File: config.mk
export PLATFORM = sky130hd
export DESIGN_NAME = busMux
export DESIGN_NICKNAME = d
export VERILOG_FILES = /design/src/verilog/dpCtrlPkg.sv /design/src/verilog/busMux.sv
export VERILOG_INCLUDE_DIRS = /design/src /design/src/verilog
export SDC_FILE = /design/constraint.sdc
export NUM_CORES = 1
export LEC_CHECK = 0
export ABC_AREA = 0
export BUFFER_PORTS_ARGS = -buffer_cell sky130_fd_sc_hd__buf_2
export CORE_AREA = 2 2 134 136
export DETAILED_ROUTE_END_ITERATION = 16
export DIE_AREA = 0 0 136 138
export PLACE_DENSITY = 0.5
export SYNTH_ARGS = -nofsm -noshare
export SYNTH_HDL_FRONTEND = slang
export SYNTH_SLANG_ARGS = --single-unit
File: constraint.sdc
create_clock -name vclk -period 29.4
set_input_delay 8.82 -clock vclk [all_inputs]
set_output_delay 8.82 -clock vclk [all_outputs]
set_load 0.05 [all_outputs]
File: src/verilog/dp_cfg.svh
`ifndef DP_CFG_SVH
`define DP_CFG_SVH

// width of the shared bus and of every register
`define DP_WIDTH 32

// general purpose registers R0 to R15
`define DP_NUM_REGS 16

`endif

File: src/verilog/dpCtrlPkg.sv
`default_nettype none

`include "dp_cfg.svh"

package dpCtrlPkg;

	// out strobes, at most one high per cycle
	typedef struct packed {
		logic [`DP_NUM_REGS-1:0] r; // R15..R0 onto the bus
		logic hi;
		logic lo;
		logic zHigh; // upper half of Z
		logic zLow; // lower half of Z
		logic pc;
		logic mdr;
		logic inPort;
		logic y;
	} busSrc;

	// in strobes, sampled on the rising clock edge
	typedef struct packed {
		logic [`DP_NUM_REGS-1:0] r; // R15..R0 load from the bus
		logic hi;
		logic lo;
		logic z; // both halves of Z from the ALU
		logic pc;
		logic mdr; // source chosen by read
		logic mar;
		logic y;
	} regLoad;

endpackage

`default_nettype wire

File: src/verilog/busMux.sv
`timescale 1ns/10ps
`default_nettype none

`include "dp_cfg.svh"

module busMux (
	input  dpCtrlPkg::busSrc     src,
	input  logic [`DP_WIDTH-1:0] rData,
	input  logic [`DP_WIDTH-1:0] hi,
	input  logic [`DP_WIDTH-1:0] lo,
	input  logic [`DP_WIDTH-1:0] zHigh,
	input  logic [`DP_WIDTH-1:0] zLow,
	input  logic [`DP_WIDTH-1:0] pc,
	input  logic [`DP_WIDTH-1:0] mdr,
	input  logic [`DP_WIDTH-1:0] inPort,
	input  logic [`DP_WIDTH-1:0] y,
	output logic [`DP_WIDTH-1:0] busData,
	output logic                 busConflict
);

	localparam int NumSrc = 9;

	logic [NumSrc-1:0]    sel;
	logic [`DP_WIDTH-1:0] cand [NumSrc];

	// general registers collapse to one line, regFile already picked the word
	assign sel = {|src.r, src.hi, src.lo, src.zHigh, src.zLow,
		src.pc, src.mdr, src.inPort, src.y};

	assign cand[8] = rData;
	assign cand[7] = hi;
	assign cand[6] = lo;
	assign cand[5] = zHigh;
	assign cand[4] = zLow;
	assign cand[3] = pc;
	assign cand[2] = mdr;
	assign cand[1] = inPort;
	assign cand[0] = y;

	always_comb begin
		busData = '0; // idle bus reads zero
		for (int i = 0; i < NumSrc; i++) begin
			busData = busData | ({`DP_WIDTH{sel[i]}} & cand[i]);
		end
	end

	// counted over every strobe, so two general registers also conflict
	assign busConflict = $countones(src) > 1;

endmodule

`default_nettype wire

After elaboration in Yosys (flattened, before gate mapping). Cells that the tools add are included.

Add/sub/neg operators: 23. Order comparisons: 1. Bitwise logic cells: 17. Reductions and logical operators: 1.

Operators with widths (count): 32-bit bitwise AND (9); 32-bit OR (8); 32-bit by 2-bit greater-than comparator with 1-bit output (second input constant) (1); 1-bit by 1-bit adder with 2-bit output (12); 2-bit by 2-bit adder with 3-bit output (6); 16-bit OR reduction (1); 3-bit by 3-bit adder with 4-bit output (3); 5-bit by 4-bit adder with 6-bit output (1); 4-bit by 4-bit adder with 5-bit output (1).

Bits in registers: 0.

Logic depth before layout (Yosys ltp).
Depth in word-level cells: 9. Mapped depth: 15.

Worst setup path after synthesis. No wires, ideal clock.

Path type: input to output. From: input src[0] in the netlist's numbering. To: output busConflict. Arrival time: 13.653 ns. Slack: 6.927 ns. Stages: 13. Path buffers: 2. Cells stage by stage: clkbuf_1 -> clkbuf_1 -> inv_1 -> fa_1 -> fa_1 -> fa_1 -> fa_1 -> fa_1 -> inv_1 -> ha_1 -> fa_1 -> and3_1 -> o21ai_0.

Longest elaborated chain between the ends: 6.

RTL lines: start: declaration (RTL line busMux.sv:7) `input dpCtrlPkg::busSrc src,`; 1-bit by 1-bit adder with 2-bit output (implied by the code) (RTL line busMux.sv:48) `assign busConflict = $countones(src) > 1;`; 2-bit by 2-bit adder with 3-bit output (implied by the code) (RTL line busMux.sv:48); 3-bit by 3-bit adder with 4-bit output (implied by the code) (RTL line busMux.sv:48); 4-bit by 4-bit adder with 5-bit output (implied by the code) (RTL line busMux.sv:48); 5-bit by 4-bit adder with 6-bit output (implied by the code) (RTL line busMux.sv:48); 32-bit by 2-bit greater-than comparator with 1-bit output (RTL line busMux.sv:48); end: declaration (RTL line busMux.sv:18) `output logic busConflict`.

Every way passes these cells.

Worst setup path in the final report.
From: input src[1] in the netlist's numbering. To: output busConflict.

The elaborated chain is that of the path after synthesis.

==> results.cfg <==
[timing]
min_period_ps = 22140
fin_crit_sh_pct = 75.3
setup-violations-final = 0
rsz0062_at_grt = no
hold_violations = 0
max_freq_mhz = 45.2
slew_viol_final = 0
finalSetupTns_ps = 0
fin_hold_ws_ps = 18050
worst_pin_slew_ps = 1170
relSlewSlack_pct = 21.7

[final_layout]
syn_to_final_growth_pct = 87.9
finalNetCount = 952
clock_buffers = 0
num-fill-cells = 2029
finalNonFillerCells = 845
drive_above_1_share_pct = 57.9
seq_cell_count = 0
seq_area_um2 = 0

[clock_tree]
cts_resized = 0
cts_setup_buffers = 0
ctsHoldBuffers = 0

[detailed_routing]
route.met2.wl_mm = 7.24
wl_met1_mm = 6.11
drt_iter0_drc = 153
drc = 0
wl_per_cell_um = 17.8
drt-pass1-iter-count = 4
drtAntennaViolNets = 0
vias = 3833
dr_wl_met3_mm = 1.34
wl_mm = 15.0
highest_layer = met5
vias_per_cell = 4.54

[placed_design]
gp_congestion = 0.858
port_buffers = 345
hpwl_mm = 12.1
placed_cells = 844

[die]
initial_utilization_pct = 12.4
coreArea_um2 = 17500
die_w_um = 136
core.rowCount = 49
die_area_um2 = 18800
io_pins = 345
fp.dieH_um = 138

[worst_hold_path]
min_to = busData[11]
hold_start = rData[11]
hold_depth = 3
hp-class = in2out

[synthesis]
syn_nets = 632
syn_area_um2 = 2180
synth.distinct_cells = 16
synthCells = 297
yosys_warnings = 0
seq_area_frac_synth_pct = 0
syn_area_per_cell_um2 = 7.35

[grt]
first_global_vias = 3873
grt-ovfl-total = 0
grt_pass1_wl_mm = 21.6
grt_use_total_pct = 14.6
grt_start_max_net_pins = 34
antenna_found_initial = 2

[job]
cap_violations = 0

[critical_path]
start_kind = input pin
endpoint_kind = output pin
cp_slowest_cell = buf_2
cp.required_ps = 20580
arrival_ps = 13320
crit_top_cell = fa_1
crit_chain = buf_2 -> inv_1 -> fa_1 -> fa_1 -> fa_1 -> fa_1 -> fa_1 -> inv_1 -> ha_1 -> fa_1 -> nor4_1 -> o21ai_0 -> buf_2
crit_fanout = 33
crit_type = in2out
critPathMaxStageDelay_ps = 590

[power]
power_density_nw_per_um2 = 23.7
ir_worst_vdd_mv = 0.0519
p_leak_nw = 2.17

[outcome]
status = finished clean
-- per-stage QoR --
stage	util (%)	worst slack (ps)	total power, mW	cell area [µm²]
global route	23.4	7010	0.111	4100
finish	23.4	7260	0.0973	4100
CTS	23.4	7220	0.0990	4100
detailed placement	23.4	7240	0.0980	4100
floorplan	-	6930	0.0603	2180
global placement	23.4	7260	0.0973	4100
-- worst max-delay path, delay by kind of cell --
family	cells	cell delay [ps]
adders and majority gates	7	3120
buffers and inverters	4	1000
and+or+nand+nor	1	240
AOI/OAI and AO/OA	1	120
-- final cells by class --
class                      count  area (µm²)  share of cell area, %
multi-input combinational    225        1890                   46.1
timing repair buffer         352        1780                   43.4
tap                          229         287                   6.99
inverter                      38         143                   3.48
antenna                        1        2.50                 0.0610
-- per-layer routing --
metal | global-route usage (%) | vias up
li1 | - | 1830
met4 | 2.91 | 2
met1 | 18.8 | 1778
met2 | 26.1 | 205
met5 | 0 | -
met3 | 1.83 | 18
-- cells in the mapped netlist --
| library cell | instances | area [µm²] |
|---|---|---|
| inv_1 | 38 | 143 |
| buf_6 | 3 | 33.8 |
| nor2_1 | 1 | 3.75 |
| clkbuf_1 | 31 | 116 |
| a22oi_1 | 128 | 961 |
| and3_1 | 1 | 6.26 |
| a21oi_1 | 1 | 5.00 |
| a21o_1 | 30 | 225 |
| fa_1 | 17 | 340 |
| nand4_2 | 1 | 12.5 |
| a21o_2 | 2 | 17.5 |
| o21ai_0 | 1 | 5.00 |
| ha_1 | 6 | 75.1 |
| nor4_2 | 1 | 12.5 |
| nand4_1 | 32 | 200 |
| nor4_1 | 4 | 25.0 |
-- how the worst max path moves through the flow --
stage,startpoint,end,depth (start not counted)
final,src[1],busConflict,13
after global routing,src[1],busConflict,13
after CTS,src[1],busConflict,13
after detailed placement,src[1],busConflict,13
after global placement,src[1],busConflict,13
after floorplan,src[0],busConflict,13
-- kinds of logic (layout without fill, tap and decap cells) --
family | after synthesis | after routing | synth area share, %
AO/OA/AOI/OAI | 162 | 162 | 55.6
adder cells (fa/ha/maj) | 23 | 23 | 19.0
buffers and inverters | 72 | 390 | 13.4
other | 0 | 1 | 0
AND/OR/NAND/NOR | 40 | 40 | 11.9
-- where the power goes --
| part | switching (mW) | internal [mW] | total, mW |
|---|---|---|---|
| Sequential | 0 | 0 | 0 |
| Combinational | 0.0537 | 0.0436 | 0.0973 |
| Clock | 0 | 0.00000000455 | 0.00000000455 |
| Total | 0.0537 | 0.0436 | 0.0973 |
-- cell usage in the layout, fill, tap and decap left out, drive strengths merged --
master	n
ha	6
a21o	32
diode	1
nor2	1
buf	352
o21ai	1
nor4	5
a21oi	1
a22oi	128
nand4	33
fa	17
inv	38
and3	1
No activity file was read; power rests on OpenSTA's default activity.
