===== src/verilog/dp_cfg.svh =====
`ifndef DP_CFG_SVH
`define DP_CFG_SVH

// width of the shared bus and of every register
`define DP_WIDTH 32

// general purpose registers R0 to R15
`define DP_NUM_REGS 16

`endif


===== src/verilog/aluPkg.sv =====
`default_nettype none

`include "dp_cfg.svh"

package aluPkg;

	// code 0 is left free and gives a zero result
	typedef enum logic [3:0] {
		opAdd = 4'd1,
		opSub = 4'd2,
		opAnd = 4'd3,
		opOr = 4'd4,
		opShl = 4'd5,
		opShra = 4'd6, // arithmetic shift right
		opNeg = 4'd7,
		opNot = 4'd8,
		opIncPc = 4'd9, // bus plus one
		opMul = 4'd10,
		opDiv = 4'd11
	} aluOp;

	typedef struct packed {
		logic [`DP_WIDTH-1:0] high; // product high or remainder
		logic [`DP_WIDTH-1:0] low; // product low, quotient or plain result
	} aluResult;

endpackage

`default_nettype wire


===== src/verilog/dpCtrlPkg.sv =====
`default_nettype none

`include "dp_cfg.svh"

package dpCtrlPkg;

	// out strobes, at most one high per cycle
	typedef struct packed {
		logic [`DP_NUM_REGS-1:0] r; // R15..R0 onto the bus
		logic hi;
		logic lo;
		logic zHigh; // upper half of Z
		logic zLow; // lower half of Z
		logic pc;
		logic mdr;
		logic inPort;
		logic y;
	} busSrc;

	// in strobes, sampled on the rising clock edge
	typedef struct packed {
		logic [`DP_NUM_REGS-1:0] r; // R15..R0 load from the bus
		logic hi;
		logic lo;
		logic z; // both halves of Z from the ALU
		logic pc;
		logic mdr; // source chosen by read
		logic mar;
		logic y;
	} regLoad;

endpackage

`default_nettype wire


===== src/verilog/specialRegs.sv =====
`timescale 1ns/10ps
`default_nettype none

`include "dp_cfg.svh"

module specialRegs (
	input  logic                 Clock,
	input  logic                 arstN,
	input  dpCtrlPkg::regLoad    load,
	input  logic                 read,
	input  logic [`DP_WIDTH-1:0] mDataIn,
	input  logic [`DP_WIDTH-1:0] inPortData,
	input  logic [`DP_WIDTH-1:0] busData,
	input  aluPkg::aluResult     zIn,
	output logic [`DP_WIDTH-1:0] pc,
	output logic [`DP_WIDTH-1:0] mdr,
	output logic [`DP_WIDTH-1:0] mar,
	output logic [`DP_WIDTH-1:0] y,
	output logic [`DP_WIDTH-1:0] hi,
	output logic [`DP_WIDTH-1:0] lo,
	output logic [`DP_WIDTH-1:0] inPort,
	output aluPkg::aluResult     z
);

	logic [`DP_WIDTH-1:0] mdrNext;

	assign mdrNext = read ? mDataIn : busData; // memory word while reading

	always_ff @(posedge Clock or negedge arstN) begin
		if (!arstN) begin
			pc <= '0;
			mdr <= '0;
			mar <= '0;
			y <= '0;
			hi <= '0;
			lo <= '0;
			inPort <= '0;
			z <= '0;
		end else begin
			inPort <= inPortData; // free running sample
			if (load.pc) begin
				pc <= busData;
			end
			if (load.mdr) begin
				mdr <= mdrNext;
			end
			if (load.mar) begin
				mar <= busData;
			end
			if (load.y) begin
				y <= busData;
			end
			if (load.hi) begin
				hi <= busData;
			end
			if (load.lo) begin
				lo <= busData;
			end
			if (load.z) begin
				z <= zIn; // both halves in one step
			end
		end
	end

endmodule

`default_nettype wire

===== config.mk =====
export PLATFORM = sky130hd
export DESIGN_NAME = specialRegs
export DESIGN_NICKNAME = d
export VERILOG_FILES = /design/src/verilog/aluPkg.sv /design/src/verilog/dpCtrlPkg.sv /design/src/verilog/specialRegs.sv
export VERILOG_INCLUDE_DIRS = /design/src /design/src/verilog
export SDC_FILE = /design/constraint.sdc
export NUM_CORES = 1
export LEC_CHECK = 0
export ABC_CLOCK_PERIOD_IN_PS = 850
export CAP_MARGIN = 30
export CORE_AREA = 2 2 182 184
export DETAILED_ROUTE_END_ITERATION = 8
export DIE_AREA = 0 0 184 186
export DONT_BUFFER_PORTS = 1
export GPL_TIMING_DRIVEN = 0
export SLEW_MARGIN = 0
export SYNTH_ARGS = -nofsm -noshare
export SYNTH_HDL_FRONTEND = slang
export SYNTH_SLANG_ARGS = --single-unit

===== constraint.sdc =====
create_clock -name Clock -period 0.85 [get_ports Clock]
set_input_delay 0.255 -clock Clock [delete_from_list [all_inputs] [get_ports Clock]]
set_output_delay 0.255 -clock Clock [all_outputs]
set_load 0.01 [all_outputs]

Word level (Yosys, flattened, before mapping)
Index checks and enable logic that the tools add are counted.
{"block": "classes", "n_mux": 1}
{"operator": "$mux 32", "count": 1}
{"block": "totals", "reg_bits": 288, "wordCells": 10, "in_bits": 186, "out_inout_bits": 288}

Longest topological paths before layout
{"block": "logic_depth", "depth_word": 1, "depth_mapped": 4, "mapped_depth_nobuf": 2}

Least setup slack after synthesis
Ideal clock, no wire load.
{"block": "synth_timing", "kind": "input -> register", "start": "input port load[4] in the netlist's numbering", "end": "register z[10] in the netlist's numbering", "setup_time_ns": 0.125, "path_stages": 3, "required_time_ns": 0.725, "setup_slack_ns": -0.136, "t_arrival_ns": 0.861, "path_cell_list": "buf_6 > buf_12 > mux2_4"}
{"element": "start, declared", "line": "specialRegs.sv:9", "rtl": "input dpCtrlPkg::regLoad load,"}
{"element": "end signal, assigned", "line": "specialRegs.sv:60", "rtl": "z <= zIn;"}
{"element": "end, declared", "line": "specialRegs.sv:22", "rtl": "output aluPkg::aluResult z"}
No word-level cell between the ends.

Worst setup path in the final report
{"block": "layout_timing", "start": "register y[0]", "end": "output port y[0]"}
{"element": "start, declared", "line": "specialRegs.sv:18", "rtl": "output logic [`DP_WIDTH-1:0] y,"}
{"element": "start signal, assigned", "line": "specialRegs.sv:51", "rtl": "y <= busData;"}
No word-level cell between the ends.

==> out/results.tsv <==
stage	metric	value	unit
sta	fin crit share	1.48	
sta	Final Max Tran Viols	0	
setup_path	kind of critical path	register to primary output	
sta	worst slew pin tran	0.734	ns
sta	max_slew headroom	0.511	
clocking	H-tree depth	1	
clocking	Clock Tree Buf Depth	3	
floorplan	core region area	32200	sq um
grt	GRT overflow	0	
detailed_routing	remaining antenna violation count	0	
logic_synthesis	syn_area_per_cell	17.2	sq um
sta	setup ws final	-0.406	ns
logic_synthesis	Yosys warning total	0	
pwr	Tot Pwr	33.8	mW
clocking	root buffer cell	clkbuf_16	
finish	Nets	1028	
clocking	CTS buffer count	30	
pwr	clock share of power	0.402	
detailed_routing	router iterations before antenna repair	4	
floorplan	IO Pins	474	
logic_synthesis	Mapped Area	11100	sq um
place	DP Wirelength	20300	microns
floorplan	Die Y	186	microns
sta	RSZ-0062 raised after global routing	true	
detailed_routing	number of DRC markers in iteration 0	177	
grt	first-pass GRT wire length	44900	microns
pwr	switching power	8.18	mW
finish	share of cells above drive strength 1	0.393	
pwr	power share of the combinational group	0.101	
clocking	CTS tree	yes	
detailed_routing	via count	6206	
sta	fin crit period	1.26	ns
floorplan	Die X	184	microns
logic_synthesis	register area share after synthesis	0.649	
finish	register area	7240	sq um
place	port bufs	0	
hold_path	Hold WC Path Type	primary input to async pin	
finish	Filler cells	2763	
place	DP Worst Slack	-0.319	ns
grt	Total Routing Usage GR	0.176	
grt	vias in the first global route	6771	
floorplan	row cnt	66	
clocking	CTS clock-pin slew for the worst setup and hold paths	0.06	ns
floorplan	die footprint	34200	sq um
grt	initial antenna violation count	4	
detailed_routing	Via-to-Cell Ratio	4.88	
clocking	Clk Latency, worst-skew pair	0.55	ns
sta	Clock Skews	0	ns
finish	Util after Layout	0.457	
setup_path	CP Max Fanout	2	
finish	final instance area	14700	sq um
logic_synthesis	Synth Net Count	832	
detailed_routing	DRC	0	
detailed_routing	routed wire length	31100	microns
setup_path	endpoint class of the critical path	primary output	
sta	Finish-stage setup viols	292	
logic_synthesis	Post-Syn Instances	646	
clocking	Post CTS Setup Buffer Count	0	
sta	setup tns final	-108.57	ns
floorplan	Initial Util	0.345	
sta	Final Hold Fails	288	
clocking	Sink Count	288	
setup_path	Crit path required time	0.59	ns
sta	worst slack on hold paths	-0.599	ns
place	GP Congestion	0.766	
logic_synthesis	Cell variety after synth	12	
setup_path	Critical Path AT	1.00	ns
logic_synthesis	#FFs+latches synth	288	
place	DP Area	12000	sq um
detailed_routing	WL per Instance	24.4	microns
pwr	Switching Fraction	0.242	
pwr	pwr dens	2300	nW/um^2
grt	pin count of the biggest net entering global routing	289	
finish	Area Growth Syn to Fin	32.5	%
sta	Peak Freq	796	MHz
status	status	finished with violations	
setup_path	Startpoint Class	register	
finish	area of the multi-input gates	3760	sq um
pwr	Flop pwr share	0.498	
pwr	Pint	25.6	mW
pwr	VDD IR max	0.00176	V
pwr	P_leak	6.69	nW
job	maxcap violations	0	
status	failing checks	hold timing, setup timing	
## kinds of logic (layout without fill, tap and decap cells)
| family | Yosys count | after routing | synth area share |
|---|---|---|---|
| flops | 288 | 288 | 0.649 |
| simple gates | 32 | 32 | 0.0108 |
| compound gates | 32 | 32 | 0.0144 |
| mux | 256 | 256 | 0.286 |
| buf+inv | 38 | 254 | 0.0401 |
| other cells | 0 | 2 | 0 |
## synthesized netlist by cell type (all sizes together)
library cell | instances | area share
buf | 37 | 0.040
a21oi | 32 | 0.014
clkbuf | 1 | 0.00034
nor2 | 32 | 0.011
dfrtp | 288 | 0.65
mux2 | 224 | 0.26
mux2i | 32 | 0.029
## timing repair
item	in CTS	in global routing
hold buffers	165	3
pin swaps	0	0
resized for setup	13	19
endpoints found under the hold margin	576	291
endpoints found under the setup margin	296	321
## metal layers
metal	part of all wire	GRT usage	vias to the layer above
li1	-	-	2637
met1	0.39	0.211	3171
met2	0.49	0.296	340
met3	0.095	0.0614	56
met4	0.028	0.0589	2
met5	0.00029	0	-
## per-stage QoR
stage	hold WS, ns	cells
3_3_place_gp	-0.0310	1054
5_1_grt	-0.625	1272
2_1_floorplan	-0.0406	646
6_report	-0.599	1272
3_5_place_dp	-0.0336	1054
4_1_cts	-0.626	1271
## power by group through the flow
stage | clock network, mW | registers [mW] | logic [mW]
6_report | 13.6 | 16.8 | 3.40
5_1_grt | 14.5 | 17.0 | 3.64
4_1_cts | 13.9 | 16.8 | 3.42
3_5_place_dp | 0 | 17.0 | 2.66
3_3_place_gp | 0 | 17.0 | 2.58
2_1_floorplan | 0 | 16.5 | 2.31
## cells in the final DEF, fill, tap and decap left out
master / Yosys / final
clkinvlp_4: 0 / 1
clkbuf_8: 0 / 9
dlygate4sd3_1: 0 / 162
buf_8: 3 / 18
dfrtp_1: 288 / 259
clkinv_2: 0 / 3
dlymetal6s4s_1: 0 / 2
mux2i_2: 0 / 1
nor2_1: 32 / 32
buf_6: 22 / 5
buf_2: 5 / 6
mux2i_1: 32 / 31
mux2_4: 88 / 168
clkbuf_16: 0 / 31
mux2_2: 136 / 56
clkbuf_1: 1 / 5
clkbuf_2: 0 / 1
dfrtp_2: 0 / 29
bufinv_16: 0 / 3
diode_2: 0 / 2
buf_12: 6 / 8
a21oi_1: 32 / 32
## registers in the layout, summed over array words and instances, names as in the netlist
register	count
z	64
hi	32
inPort	32
lo	32
mar	32
mdr	32
pc	32
y	32
## worst paths after layout
kind	start	to	slack [ns]	cells after the start
worst max-delay path	y[0]	y[0]	-0.41	0
worst min-delay path	arstN	z[50]	-0.60	0
worst max register to register	z[20]	z[20]	0	1
worst min register to register	lo[8]	lo[8]	0.58	1
max in group asynchronous	arstN	mdr[20]	0.78	0
min in group Clock	load[5]	lo[31]	0.01	2
## layout make-up
class	instances	area share
Antenna cell	2	0.000340
Buffer	38	0.0355
Clock buffer	45	0.0624
Clock inverter	7	0.00765
Multi-Input combinational cell	320	0.255
Sequential cell	288	0.492
Tap cell	408	0.0347
Timing Repair Buffer	164	0.112
(Power assumes the default switching activity.)
