--- src/verilog/dp_cfg.svh ---
`ifndef DP_CFG_SVH
`define DP_CFG_SVH

// width of the shared bus and of every register
`define DP_WIDTH 32

// general purpose registers R0 to R15
`define DP_NUM_REGS 16

`endif

--- src/verilog/dpCtrlPkg.sv ---
`default_nettype none

`include "dp_cfg.svh"

package dpCtrlPkg;

	// out strobes, at most one high per cycle
	typedef struct packed {
		logic [`DP_NUM_REGS-1:0] r; // R15..R0 onto the bus
		logic hi;
		logic lo;
		logic zHigh; // upper half of Z
		logic zLow; // lower half of Z
		logic pc;
		logic mdr;
		logic inPort;
		logic y;
	} busSrc;

	// in strobes, sampled on the rising clock edge
	typedef struct packed {
		logic [`DP_NUM_REGS-1:0] r; // R15..R0 load from the bus
		logic hi;
		logic lo;
		logic z; // both halves of Z from the ALU
		logic pc;
		logic mdr; // source chosen by read
		logic mar;
		logic y;
	} regLoad;

endpackage

`default_nettype wire

--- src/verilog/regFile.sv ---
`timescale 1ns/10ps
`default_nettype none

`include "dp_cfg.svh"

module regFile (
	input  logic                 Clock,
	input  logic                 arstN,
	input  dpCtrlPkg::regLoad    load,
	input  dpCtrlPkg::busSrc     src,
	input  logic [`DP_WIDTH-1:0] busData,
	output logic [`DP_WIDTH-1:0] rData
);

	logic [`DP_WIDTH-1:0] regs [`DP_NUM_REGS];

	always_ff @(posedge Clock or negedge arstN) begin
		if (!arstN) begin
			for (int i = 0; i < `DP_NUM_REGS; i++) begin
				regs[i] <= '0;
			end
		end else begin
			for (int i = 0; i < `DP_NUM_REGS; i++) begin
				if (load.r[i]) begin
					regs[i] <= busData; // several may load the same word
				end
			end
		end
	end

	// and-or select, so the bus mux sees a single register candidate
	always_comb begin
		rData = '0;
		for (int i = 0; i < `DP_NUM_REGS; i++) begin
			if (src.r[i]) begin
				rData = rData | regs[i];
			end
		end
	end

endmodule

`default_nettype wire

--- config.mk ---
export PLATFORM = sky130hd
export DESIGN_NAME = regFile
export DESIGN_NICKNAME = d
export VERILOG_FILES = /design/src/verilog/dpCtrlPkg.sv /design/src/verilog/regFile.sv
export VERILOG_INCLUDE_DIRS = /design/src /design/src/verilog
export SDC_FILE = /design/constraint.sdc
export NUM_CORES = 1
export LEC_CHECK = 0
export ABC_AREA = 1
export BUFFER_PORTS_ARGS = -buffer_cell sky130_fd_sc_hd__buf_2
export CAP_MARGIN = 10
export CELL_PAD_IN_SITES_DETAIL_PLACEMENT = 1
export CELL_PAD_IN_SITES_GLOBAL_PLACEMENT = 2
export CORE_MARGIN = 4
export CORE_UTILIZATION = 37
export CTS_BUF_LIST = sky130_fd_sc_hd__clkbuf_8 sky130_fd_sc_hd__clkbuf_16
export CTS_CLUSTER_SIZE = 28
export DETAILED_ROUTE_END_ITERATION = 8
export PLACE_DENSITY = 0.83
export SYNTH_ARGS = -nofsm -noshare
export SYNTH_HDL_FRONTEND = slang
export SYNTH_SLANG_ARGS = --single-unit
--- constraint.sdc ---
create_clock -name Clock -period 0.8 [get_ports Clock]
set_input_delay 0.08 -clock Clock [delete_from_list [all_inputs] [get_ports Clock]]
set_output_delay 0.08 -clock Clock [all_outputs]
set_load 0.02 [all_outputs]
* Word-level counts from Yosys, hierarchy flattened
Cells that the tools add are included.
Word-level totals: bits in registers 512, latch bits 0, memory bits (writable) 0, memory bits (read-only) 0, memories 0
Cells by class: $add $sub $neg 0, multipliers 0, div/mod/pow operators 0, magnitude comparators 0, eq/ne operators 0, shift operators 0, mux-type cells 16, bitwise gates (word level) 15, reductions and logical operators 0
Operators with widths (number):
- 32-bit 2-to-1 mux | 16
- 32-bit OR | 15

* Longest topological paths before layout
Gate-level depths: netlist of the first run.
depth after elaboration 31, mapped depth 7

* Worst setup path after synthesis of the first run
OpenSTA, ideal clock, no wires.
path type register to output, from register regs[192] in the netlist's numbering, to output port rData[0], arrival 0.757 ns, setup slack -0.037 ns, cell stages (with the launch flop) 7, path buffers 0, cells stage by stage dfrtp_1 > nand2_1 > nand2_1 > inv_1 > nand2_1 > nor2_1 > nand2_1
Between the ends: cells in the longest elaborated chain, start to end 14
Ends and longest elaborated chain:
- start, declared | RTL line regFile.sv:15 | logic [`DP_WIDTH-1:0] regs [`DP_NUM_REGS];
- start signal, assigned by index | RTL line regFile.sv:25 | regs[i] <= busData;
- 32-bit OR (*) | RTL line regFile.sv:36 | rData = rData | regs[i];
- 32-bit 2-to-1 mux (*) | RTL line regFile.sv:35 | if (src.r[i]) begin
- 32-bit OR | RTL line regFile.sv:36
- 32-bit 2-to-1 mux (*) | RTL line regFile.sv:35
- 32-bit OR | RTL line regFile.sv:36
- 32-bit 2-to-1 mux (*) | RTL line regFile.sv:35
- 32-bit OR | RTL line regFile.sv:36
- 32-bit 2-to-1 mux (*) | RTL line regFile.sv:35
- 32-bit OR | RTL line regFile.sv:36
- 32-bit 2-to-1 mux (*) | RTL line regFile.sv:35
- 32-bit OR | RTL line regFile.sv:36
- 32-bit 2-to-1 mux (*) | RTL line regFile.sv:35
- 32-bit OR | RTL line regFile.sv:36
- 32-bit 2-to-1 mux (*) | RTL line regFile.sv:35
- end, declared | RTL line regFile.sv:12 | output logic [`DP_WIDTH-1:0] rData
Every way passes the cells marked *; elsewhere a longest branch is shown, timed or not.

* Final worst setup path of the first run
from register regs[49] in the netlist's numbering, to output port rData[17]
Between the ends: cells in the longest elaborated chain, start to end 4
Ends and longest elaborated chain (RTL line):
- 32-bit OR (*) | regFile.sv:36
- 32-bit 2-to-1 mux (*) | regFile.sv:35
- 32-bit OR | regFile.sv:36
- 32-bit 2-to-1 mux (*) | regFile.sv:35
Marks and branches as above.

==> flow_metrics.py, run 1 <==
metrics = {
    "floorplan": {
        "dieHeight_um": 264.3,
        "rows": 93,
        "start_util": 0.3758,
        "die_area_um2": 69870,
        "coreArea_um2": 64700,
        "ios": 113,
        "die_w_um": 264.3,
    },
    "critical_path": {
        "crit_chain": "nand2_1, nand4_1, nor2_4, nand2_2, buf_6",
        "path_buf_inv": 1,
        "worst_r2r_path_depth": 3,
        "crit_family": "simple AND/OR/NAND/NOR gates",
        "rr_startpoint": "regs[181]$_DFFE_PN0P_",
        "crit_path_end_kind": "output pin",
        "max_stage_delay_ps": 400,
        "crit_type": "register to output pin",
        "r2r-end": "regs[181]$_DFFE_PN0P_",
        "cp-startpoint": "regs[49]$_DFFE_PN0P_",
        "crit_path_end": "rData[17]",
        "crit_cells": 5,
        "start_kind": "register",
        "worstPathMaxFanout": 2,
        "critPathRequiredTime_ps": 720,
        "reg2reg_slack_ps": -180,
        "arrival_ps": 1690,
        "cpMaxStageDelayCell": "dfrtp_1",
    },
    "logic_synthesis": {
        "synth_warnings": 0,
        "syn-num-nets": 2369,
        "yosysUniqueCellTypes": 10,
        "synthCells": 2288,
        "synth_area_per_cell_um2": 10.63,
        "ys_seq_area_frac": 0.5270,
        "ys_ff_latch": 512,
        "synth_area_um2": 24310,
    },
    "layout": {
        "multiInputGateArea_um2": 10180,
        "regArea_um2": 12810,
        "final_cells": 3391,
        "fin_area_um2": 29840,
        "syn2layout_area_growth_pct": 22.74,
        "top_register": "regs",
        "diodes": 0,
        "layout-drive-gt1-share": 0.4105,
        "nNetsFinal": 2569,
        "top_regs": "regs: 512 flops",
        "fill_cells": 7010,
        "largest_reg_flops": 512,
    },
    "worst_hold_path": {
        "hold_path_class": "input pin to register",
    },
    "grt": {
        "use_met2": 0.3559,
        "gr-max-usage-layer": "met2",
        "use_met1": 0.2857,
        "first_global_vias": 18770,
        "grt_pass1_wl_um": 113600,
        "overflow": 0,
        "grt_max_degree": 66,
        "gr-usage-met3": 0.02747,
        "grtUsageTotal": 0.2091,
        "antenna_found_initial": 0,
    },
    "clocking": {
        "clk_latency_ps": 590,
        "cts_buffers": 57,
        "clkTransAtPathRegs_ps": 70,
        "root_buffer": "clkbuf_16",
        "cts_sinks": 512,
        "h-tree-depth": 2,
        "cts_buffer_depth": 3,
        "tritoncts": "yes",
    },
    "timing": {
        "clock_skew_ps": 0,
        "hold_slack_ps": -81.83,
        "setup_violations": 80,
        "final_max_slew_viol_count": 0,
        "setup_slack_ps": -968.6,
        "timing.fmax_mhz": 565.4,
        "hold_viol": 24,
        "min_period_over_period": 2.211,
        "tightestPinTransition_ps": 421.6,
        "fin_crit_ps": 1769,
        "relSlewSlack": 0.7190,
        "rsz0062_at_grt": "true",
    },
    "detailed_routing": {
        "via_per_inst": 4.995,
        "via_count": 16940,
        "drt_iter0_markers": 959,
        "drc": 0,
        "wl_um": 74210,
        "ant_nets": 0,
        "wl_per_cell_um": 21.88,
        "first_pass_iters": 4,
    },
    "run_status": {
        "violations": "hold timing, setup timing",
        "status": "finished, violations left",
    },
    "placement": {
        "dp.cells": 3215,
        "port_buffers": 97,
        "finalWeightedCongestion": 0.7843,
        "hpwl_um": 48430,
        "placedInstanceArea_um2": 26500,
        "dp_slack_ps": -515.6,
    },
    "power": {
        "p_leak_nw": 14.40,
        "ir_worst_vdd_mv": 1.671,
        "powerDensity_nw_per_um2": 2270,
    },
    "job": {
        "max-cap-violations": 0,
    },
}
-- worst min-delay path by stage --
stage                  start               endpoint  slack (ps)  cells past startpoint
finish              load[12]  regs[341]$_DFFE_PN0P_         -80                      3
detailed placement     arstN  regs[421]$_DFFE_PN0P_         180                      2
global route        load[12]  regs[349]$_DFFE_PN0P_         -60                      3
CTS                  load[9]  regs[426]$_DFFE_PN0P_         -50                      3
global placement       arstN  regs[416]$_DFFE_PN0P_         180                      2
floorplan              arstN    regs[0]$_DFFE_PN0P_        -220                      0
-- cells by family after synthesis --
| kind of cell | Yosys count | synth area share |
|---|---|---|
| simple gates | 928 | 0.1466 |
| mux | 512 | 0.2487 |
| flops | 512 | 0.5270 |
| buf+inv | 336 | 0.07771 |
-- metrics by stage --
stage / util / power (mW) / TNS [ps]
6_report: 0.4612 / 67.73 / -32160
5_1_grt: 0.4612 / 70.66 / -35610
4_1_cts: 0.4543 / 67.75 / -31980
3_5_place_dp: 0.4095 / 40.04 / -88110
3_3_place_gp: 0.4095 / 39.42 / -80940
2_1_floorplan: - / 36.15 / -778.4
-- final cells by class --
type / instances / share of cell area
Clock buffer: 77 / 0.05740
Timing Repair Buffer: 285 / 0.1041
Sequential cell: 512 / 0.4294
Multi-Input combinational cell: 1440 / 0.3413
Inverter: 192 / 0.02415
Clock inverter: 30 / 0.007883
Tap cell: 855 / 0.03585
-- cells in the mapped netlist --
master      n  share of area
dfrtp_1   512           0.53
clkbuf_1   32         0.0049
buf_2      34         0.0070
nand4_1    32         0.0082
inv_1     192          0.030
nand2_1   832           0.13
buf_6      78          0.036
mux2_2    437           0.20
mux2_4     75          0.046
nor2_1     64         0.0099
-- routing by layer --
layer  routed length, um  vias to the layer above  share of wire
li1                    -                     7645              -
met1               34200                     8926           0.46
met2               36090                      260           0.49
met3                2373                      107          0.032
met4                1548                        0          0.021
met5                   0                        -              0
-- placed cells by master, fill, tap and decap left out, types with 33 or more instances in the layout --
| cell | synthesis | final |
|---|---|---|
| buf_4 | 0 | 63 |
| dlygate4sd3_1 | 0 | 33 |
| clkbuf_16 | 0 | 58 |
| buf_6 | 78 | 59 |
| nand2_1 | 832 | 733 |
| inv_1 | 192 | 174 |
| nand2_2 | 0 | 95 |
| buf_12 | 0 | 65 |
| dfrtp_1 | 512 | 512 |
| buf_2 | 34 | 63 |
| mux2_4 | 75 | 89 |
| mux2_2 | 437 | 423 |
-- worst register-to-register path: stages (launching register included) --
cell and delay (ps):
dfrtp_1 380, buf_4 140, buf_6 100, mux2_2 250
-- power breakdown --
part / total, mW / switching [mW] / internal (mW)
Combinational: 10.9 / 5.70 / 5.16
Sequential: 30.0 / 1.47 / 28.5
Clock: 26.9 / 11.0 / 15.9
Total: 67.7 / 18.2 / 49.5
-- what timing repair did --
item	CTS	global route
cloned	0	0
setup endpoints to repair	43	84
resized for setup	148	143
hold buffers	35	1
setup buffers	29	31
pin swaps	134	110
hold endpoints to repair	930	33
No activity file was read; power rests on OpenSTA's default activity.
==> inputs of run 2 (changes only) <==
--- a/constraint.sdc
+++ b/constraint.sdc
@@ -3,2 +3,2 @@
 set_output_delay 0.08 -clock Clock [all_outputs]
-set_load 0.02 [all_outputs]
+set_load 0.1 [all_outputs]
==> run 2 against run 1 <==
Effect of this change:
- the flow still finishes with violations (hold timing, setup timing)
- hold slack improved by 59 ps
- non-clock buffer count increased by 15
- design area increased by 2.0%
- maximum frequency decreased by 3.1%
- clock power decreased by 7%
- die area unchanged
- global-route usage decreased by 0.21 points
- clock-buffer cell count decreased by 9
- critical path type unchanged
- critical endpoint is now rData[6]
- largest cell class unchanged
==> flow_metrics.py, run 2 (synthesized netlist as in run 1, its figures left out) <==
metrics = {
    "power": {
        "p_int_mw": 48.42,
        "seqPwrFrac": 0.451,
        "power.share.switching": 0.2727,
        "pwr-share-comb": 0.172,
        "p_sw_mw": 18.15,
        "ir_worst_vdd_mv": 1.696,
        "powerDensity_nw_per_um2": 2187,
        "power.total_mw": 66.57,
        "p_leak_nw": 14.98,
        "clkPwrFrac": 0.377,
    },
    "grt": {
        "grt_max_degree": 61,
        "first_global_vias": 18910,
        "antenna_found_initial": 0,
        "overflow": 0,
        "grt_pass1_wl_um": 113200,
        "grtUsageTotal": 0.2070,
    },
    "clocking": {
        "root_buffer": "clkbuf_16",
        "tritoncts": "yes",
        "cts_sinks": 512,
        "clk_latency_ps": 600,
        "cts_hold_buf": 33,
        "cts_buffers": 56,
        "clkTransAtPathRegs_ps": 60,
        "cts_buffer_depth": 3,
        "h-tree-depth": 2,
    },
    "layout": {
        "top_register": "regs",
        "layout-drive-gt1-share": 0.4137,
        "syn2layout_area_growth_pct": 25.21,
        "layout_commonest_cell": "nand2_1",
        "nNetsFinal": 2583,
        "diodes": 0,
        "layout_common_cells": "nand2_1 (738), dfrtp_1 (512), mux2_2 (423)",
        "largest_reg_flops": 512,
        "top_regs": "regs: 512 flops",
    },
    "critical_path": {
        "critPathRequiredTime_ps": 720,
        "crit_chain": "nand2_2, nand4_1, nor2_2, nand2_4, buf_12",
        "start_kind": "register",
        "crit_type": "register to output pin",
        "cpMaxStageDelayCell": "dfrtp_1",
        "arrival_ps": 1750,
        "crit_family": "simple AND/OR/NAND/NOR gates",
        "path_buf_inv": 1,
        "max_stage_delay_ps": 410,
        "worstPathMaxFanout": 2,
        "crit_path_end_kind": "output pin",
    },
    "timing": {
        "min_period_over_period": 2.282,
        "hold_slack_ps": -23.06,
        "hold_viol": 29,
        "setup_violations": 85,
        "final_max_slew_viol_count": 0,
        "tightestPinTransition_ps": 475.6,
        "clock_skew_ps": 0,
        "relSlewSlack": 0.6829,
        "rsz0062_at_grt": "true",
        "fin_crit_ps": 1825,
        "setup_slack_ps": -1025,
        "timing.fmax_mhz": 547.9,
    },
    "detailed_routing": {
        "drc": 0,
        "via_count": 16930,
        "wl_per_cell_um": 21.69,
        "ant_nets": 0,
        "first_pass_iters": 5,
        "via_per_inst": 4.988,
        "wl_um": 73590,
        "drt_iter0_markers": 953,
    },
    "floorplan": {
        "dieHeight_um": 264.3,
        "rows": 93,
        "die_w_um": 264.3,
        "coreArea_um2": 64700,
        "die_area_um2": 69870,
        "ios": 113,
        "start_util": 0.3758,
    },
    "placement": {
        "hpwl_um": 48610,
        "dp_slack_ps": -475.8,
        "port_buffers": 97,
        "finalWeightedCongestion": 0.7781,
    },
    "run_status": {
        "violations": "hold timing, setup timing",
        "status": "finished, violations left",
    },
    "worst_hold_path": {
        "hold_path_class": "input pin to register",
    },
    "job": {
        "max-cap-violations": 0,
    },
}
run 2: final cells by class:
cell class	count	area, um2
fillers	6977	34260
clock inverters	26	203.9
flip-flops and latches	512	12810
repair buffers	300	3623
multi-input cells	1440	10430
clock buffers	68	1578
well taps	855	1070
inverters	192	720.7
run 2: metal layers:
metal / vias up / GRT usage / share of wire
met5: - / 0 / 0
met1: 8934 / 0.2775 / 0.46
li1: 7645 / - / -
met4: 0 / 0.05069 / 0.024
met3: 97 / 0.02887 / 0.030
met2: 249 / 0.3570 / 0.49
run 2: path summary, 6_finish.rpt:
path	endpoint	cells past startpoint	slack, ps	from
hold / removal	regs[398]$_DFFE_PN0P_	3	-20	load[10]
min in group asynchronous	regs[7]$_DFFE_PN0P_	3	160	arstN
setup reg to reg	regs[351]$_DFFE_PN0P_	3	-230	regs[351]$_DFFE_PN0P_
setup / recovery	rData[6]	5	-1030	regs[38]$_DFFE_PN0P_
hold reg to reg	regs[317]$_DFFE_PN0P_	1	500	regs[317]$_DFFE_PN0P_
max in group asynchronous	regs[285]$_DFFE_PN0P_	3	150	arstN
run 2: stage by stage:
stage / setup TNS [ps] / hold WS (ps) / area (um2) / util / cells
2_1_floorplan: -5048 / -215.6 / 24710 / - / 2288
3_3_place_gp: -75830 / 204.6 / 27470 / 0.4245 / 3225
3_5_place_dp: -81630 / 209.7 / 27470 / 0.4245 / 3225
4_1_cts: -33370 / -60.97 / 30000 / 0.4636 / 3369
5_1_grt: -38160 / -56.44 / 30440 / 0.4705 / 3393
6_report: -34730 / -23.06 / 30440 / 0.4705 / 3393
run 2: power groups by stage:
| stage | Sequential, mW | Combinational (mW) | Clock [mW] |
|---|---|---|---|
| after floorplan | 29.9 | 6.75 | 0 |
| final | 30.0 | 11.4 | 25.1 |
| after detailed placement | 30.4 | 10.3 | 0 |
| after global placement | 30.1 | 9.93 | 0 |
| after global routing | 30.3 | 12.5 | 26.8 |
| after CTS | 29.9 | 11.1 | 25.7 |
run 2: what timing repair did:
item,4_1_cts,5_1_grt
gates resized for setup,92,102
endpoints found under the hold margin,972,56
pin swaps,115,128
endpoints found under the setup margin,48,75
setup buffers,28,42
run 2: worst min-delay path, delay by kind of cell:
family                 cells  cell delay, ps
muxes                      1             160
buffers and inverters      2             310
==> inputs of run 3 (changes only) <==
- CORE_UTILIZATION: 37 -> 25
- PLACE_DENSITY: 0.83 -> 0.62
==> run 3 against run 2 <==
Effect of this change:
- the run still ends with hold timing, setup timing left
- final cell count is 12% higher
- via count is 1.0% lower
- clock power is 19% higher
- first-iteration DRC count is 33% lower
- die area is 46% higher
- critical path depth is 2 higher
- flip-flop and latch count stayed put
- register-to-register slack better by 30 ps
- non-clock buffer count is 27 lower
- setup slack better by 74 ps
- critical path type unchanged
- largest cell class unchanged
==> flow_metrics.py, run 3 (synthesized netlist as in run 1, its figures left out) <==
metrics = {
    "run_status": {
        "status": "finished, violations left",
        "violations": "hold timing, setup timing",
    },
    "clocking": {
        "h-tree-depth": 3,
        "root_buffer": "clkbuf_16",
        "clk_latency_ps": 580,
        "cts_buffer_depth": 3,
        "cts_sinks": 512,
        "cts_buffers": 66,
        "tritoncts": "yes",
        "clkTransAtPathRegs_ps": 60,
    },
    "floorplan": {
        "die_w_um": 319.8,
        "die_area_um2": 102300,
        "ios": 113,
        "dieHeight_um": 319.8,
        "coreArea_um2": 96570,
        "start_util": 0.2518,
        "rows": 114,
    },
    "timing": {
        "hold_slack_ps": -7.289,
        "final_max_slew_viol_count": 0,
        "rsz0062_at_grt": "true",
        "finalSetupTns_ps": -32230,
        "setup_violations": 75,
        "fin_crit_ps": 1752,
        "relSlewSlack": 0.6920,
        "clock_skew_ps": 0,
        "hold_viol": 7,
        "min_period_over_period": 2.189,
        "setup_slack_ps": -951.6,
        "timing.fmax_mhz": 570.9,
        "tightestPinTransition_ps": 461.9,
    },
    "power": {
        "p_leak_nw": 15.02,
        "ir_worst_vdd_mv": 1.188,
        "powerDensity_nw_per_um2": 2282,
    },
    "layout": {
        "final_cells": 3810,
        "top_regs": "regs: 512 flops",
        "nNetsFinal": 2566,
        "top_register": "regs",
        "layout_commonest_cell": "nand2_1",
        "layout-drive-gt1-share": 0.4107,
        "largest_reg_flops": 512,
        "layout_common_cells": "nand2_1 (741), dfrtp_1 (512), mux2_2 (429)",
        "syn2layout_area_growth_pct": 28.10,
    },
    "detailed_routing": {
        "wl_um": 77060,
        "via_per_inst": 4.397,
        "ant_nets": 0,
        "via_count": 16750,
        "wl_per_cell_um": 20.23,
        "drt_iter0_markers": 638,
        "first_pass_iters": 5,
        "drc": 0,
    },
    "placement": {
        "finalWeightedCongestion": 0.7410,
        "dp.cells": 3636,
        "hpwl_um": 51450,
        "port_buffers": 97,
    },
    "worst_hold_path": {
        "hold_path_class": "input pin to register",
        "min_from": "load[20]",
        "min_path_cells": 3,
        "worstHoldEndpoint": "regs[84]$_DFFE_PN0P_",
    },
    "critical_path": {
        "r2r-end": "regs[356]$_DFFE_PN0P_",
        "worst_r2r_path_depth": 3,
        "reg2reg_slack_ps": -200,
        "start_kind": "register",
        "critPathRequiredTime_ps": 720,
        "crit_path_end_kind": "output pin",
        "worstPathMaxFanout": 2,
        "crit_type": "register to output pin",
        "arrival_ps": 1670,
        "rr_startpoint": "regs[356]$_DFFE_PN0P_",
    },
    "grt": {
        "grtUsageTotal": 0.1499,
        "first_global_vias": 18510,
        "antenna_found_initial": 5,
        "overflow": 0,
        "grt_pass1_wl_um": 117000,
        "grt_max_degree": 48,
    },
    "job": {
        "max-cap-violations": 0,
    },
}
==> run 3: per-stage QoR <==
step | power [mW] | worst slack [ps] | area (um2) | utilization | hold WS [ps]
after floorplan | 36.64 | -198.3 | 24710 | - | -215.6
after global placement | 40.27 | -625.9 | 27930 | 0.2892 | 48.97
after global routing | 74.57 | -1048 | 31140 | 0.3225 | -28.58
after detailed placement | 40.77 | -625.9 | 27930 | 0.2892 | 55.98
final | 71.08 | -951.6 | 31140 | 0.3225 | -7.289
after CTS | 71.76 | -1030 | 30740 | 0.3183 | -45.91
==> run 3: timing repair <==
item | 4_1_cts | 5_1_grt
resized for setup | 61 | 106
pin swaps | 91 | 95
endpoints found under the hold margin | 918 | 14
endpoints found under the setup margin | 48 | 64
buffers inserted | 23 | 21
hold buffers | 29 | 3
==> run 3: per-layer routing <==
layer / GRT usage / vias up / share of wire
met2: 0.2458 / 236 / 0.47
met4: 0.03948 / 6 / 0.018
met5: 0 / - / 0.00044
li1: - / 7637 / -
met1: 0.2055 / 8775 / 0.47
met3: 0.02525 / 97 / 0.035
==> run 3: worst max path at each step <==
stage | cells past startpoint | endpoint | start | slack [ps]
floorplan | 6 | rData[10] | regs[202]$_DFFE_PN0P_ | -200
global placement | 9 | rData[1] | src[21] | -630
detailed placement | 9 | rData[1] | src[21] | -630
CTS | 5 | rData[19] | regs[51]$_DFFE_PN0P_ | -1030
global route | 7 | rData[1] | regs[321]$_DFFE_PN0P_ | -1050
finish | 7 | rData[20] | regs[180]$_DFFE_PN0P_ | -950
==> run 3: area by class of cell <==
| type | instances | area [um2] |
|---|---|---|
| Clock buffer | 84 | 1922 |
| Sequential cell | 512 | 12810 |
| Fill cell | 10520 | 65420 |
| Inverter | 192 | 720.7 |
| Multi-Input combinational cell | 1440 | 10410 |
| Clock inverter | 31 | 286.5 |
| Tap cell | 1276 | 1597 |
| Antenna cell | 2 | 5.005 |
| Timing Repair Buffer | 273 | 3393 |
==> run 3: where the power goes <==
| part | internal, mW | switching, mW | leakage (nW) |
|---|---|---|---|
| clock network | 18.2 | 11.7 | 1.15 |
| registers | 28.5 | 1.40 | 5.99 |
| logic | 5.25 | 5.97 | 7.89 |
==> run 3: critical path: stages (launching register included) <==
cell and delay (ps):
dfrtp_1 390, nand2_1 90, nand2_1 50, inv_1 60, nand2_2 60, nor2_4 170
nand2_4 80, buf_12 160
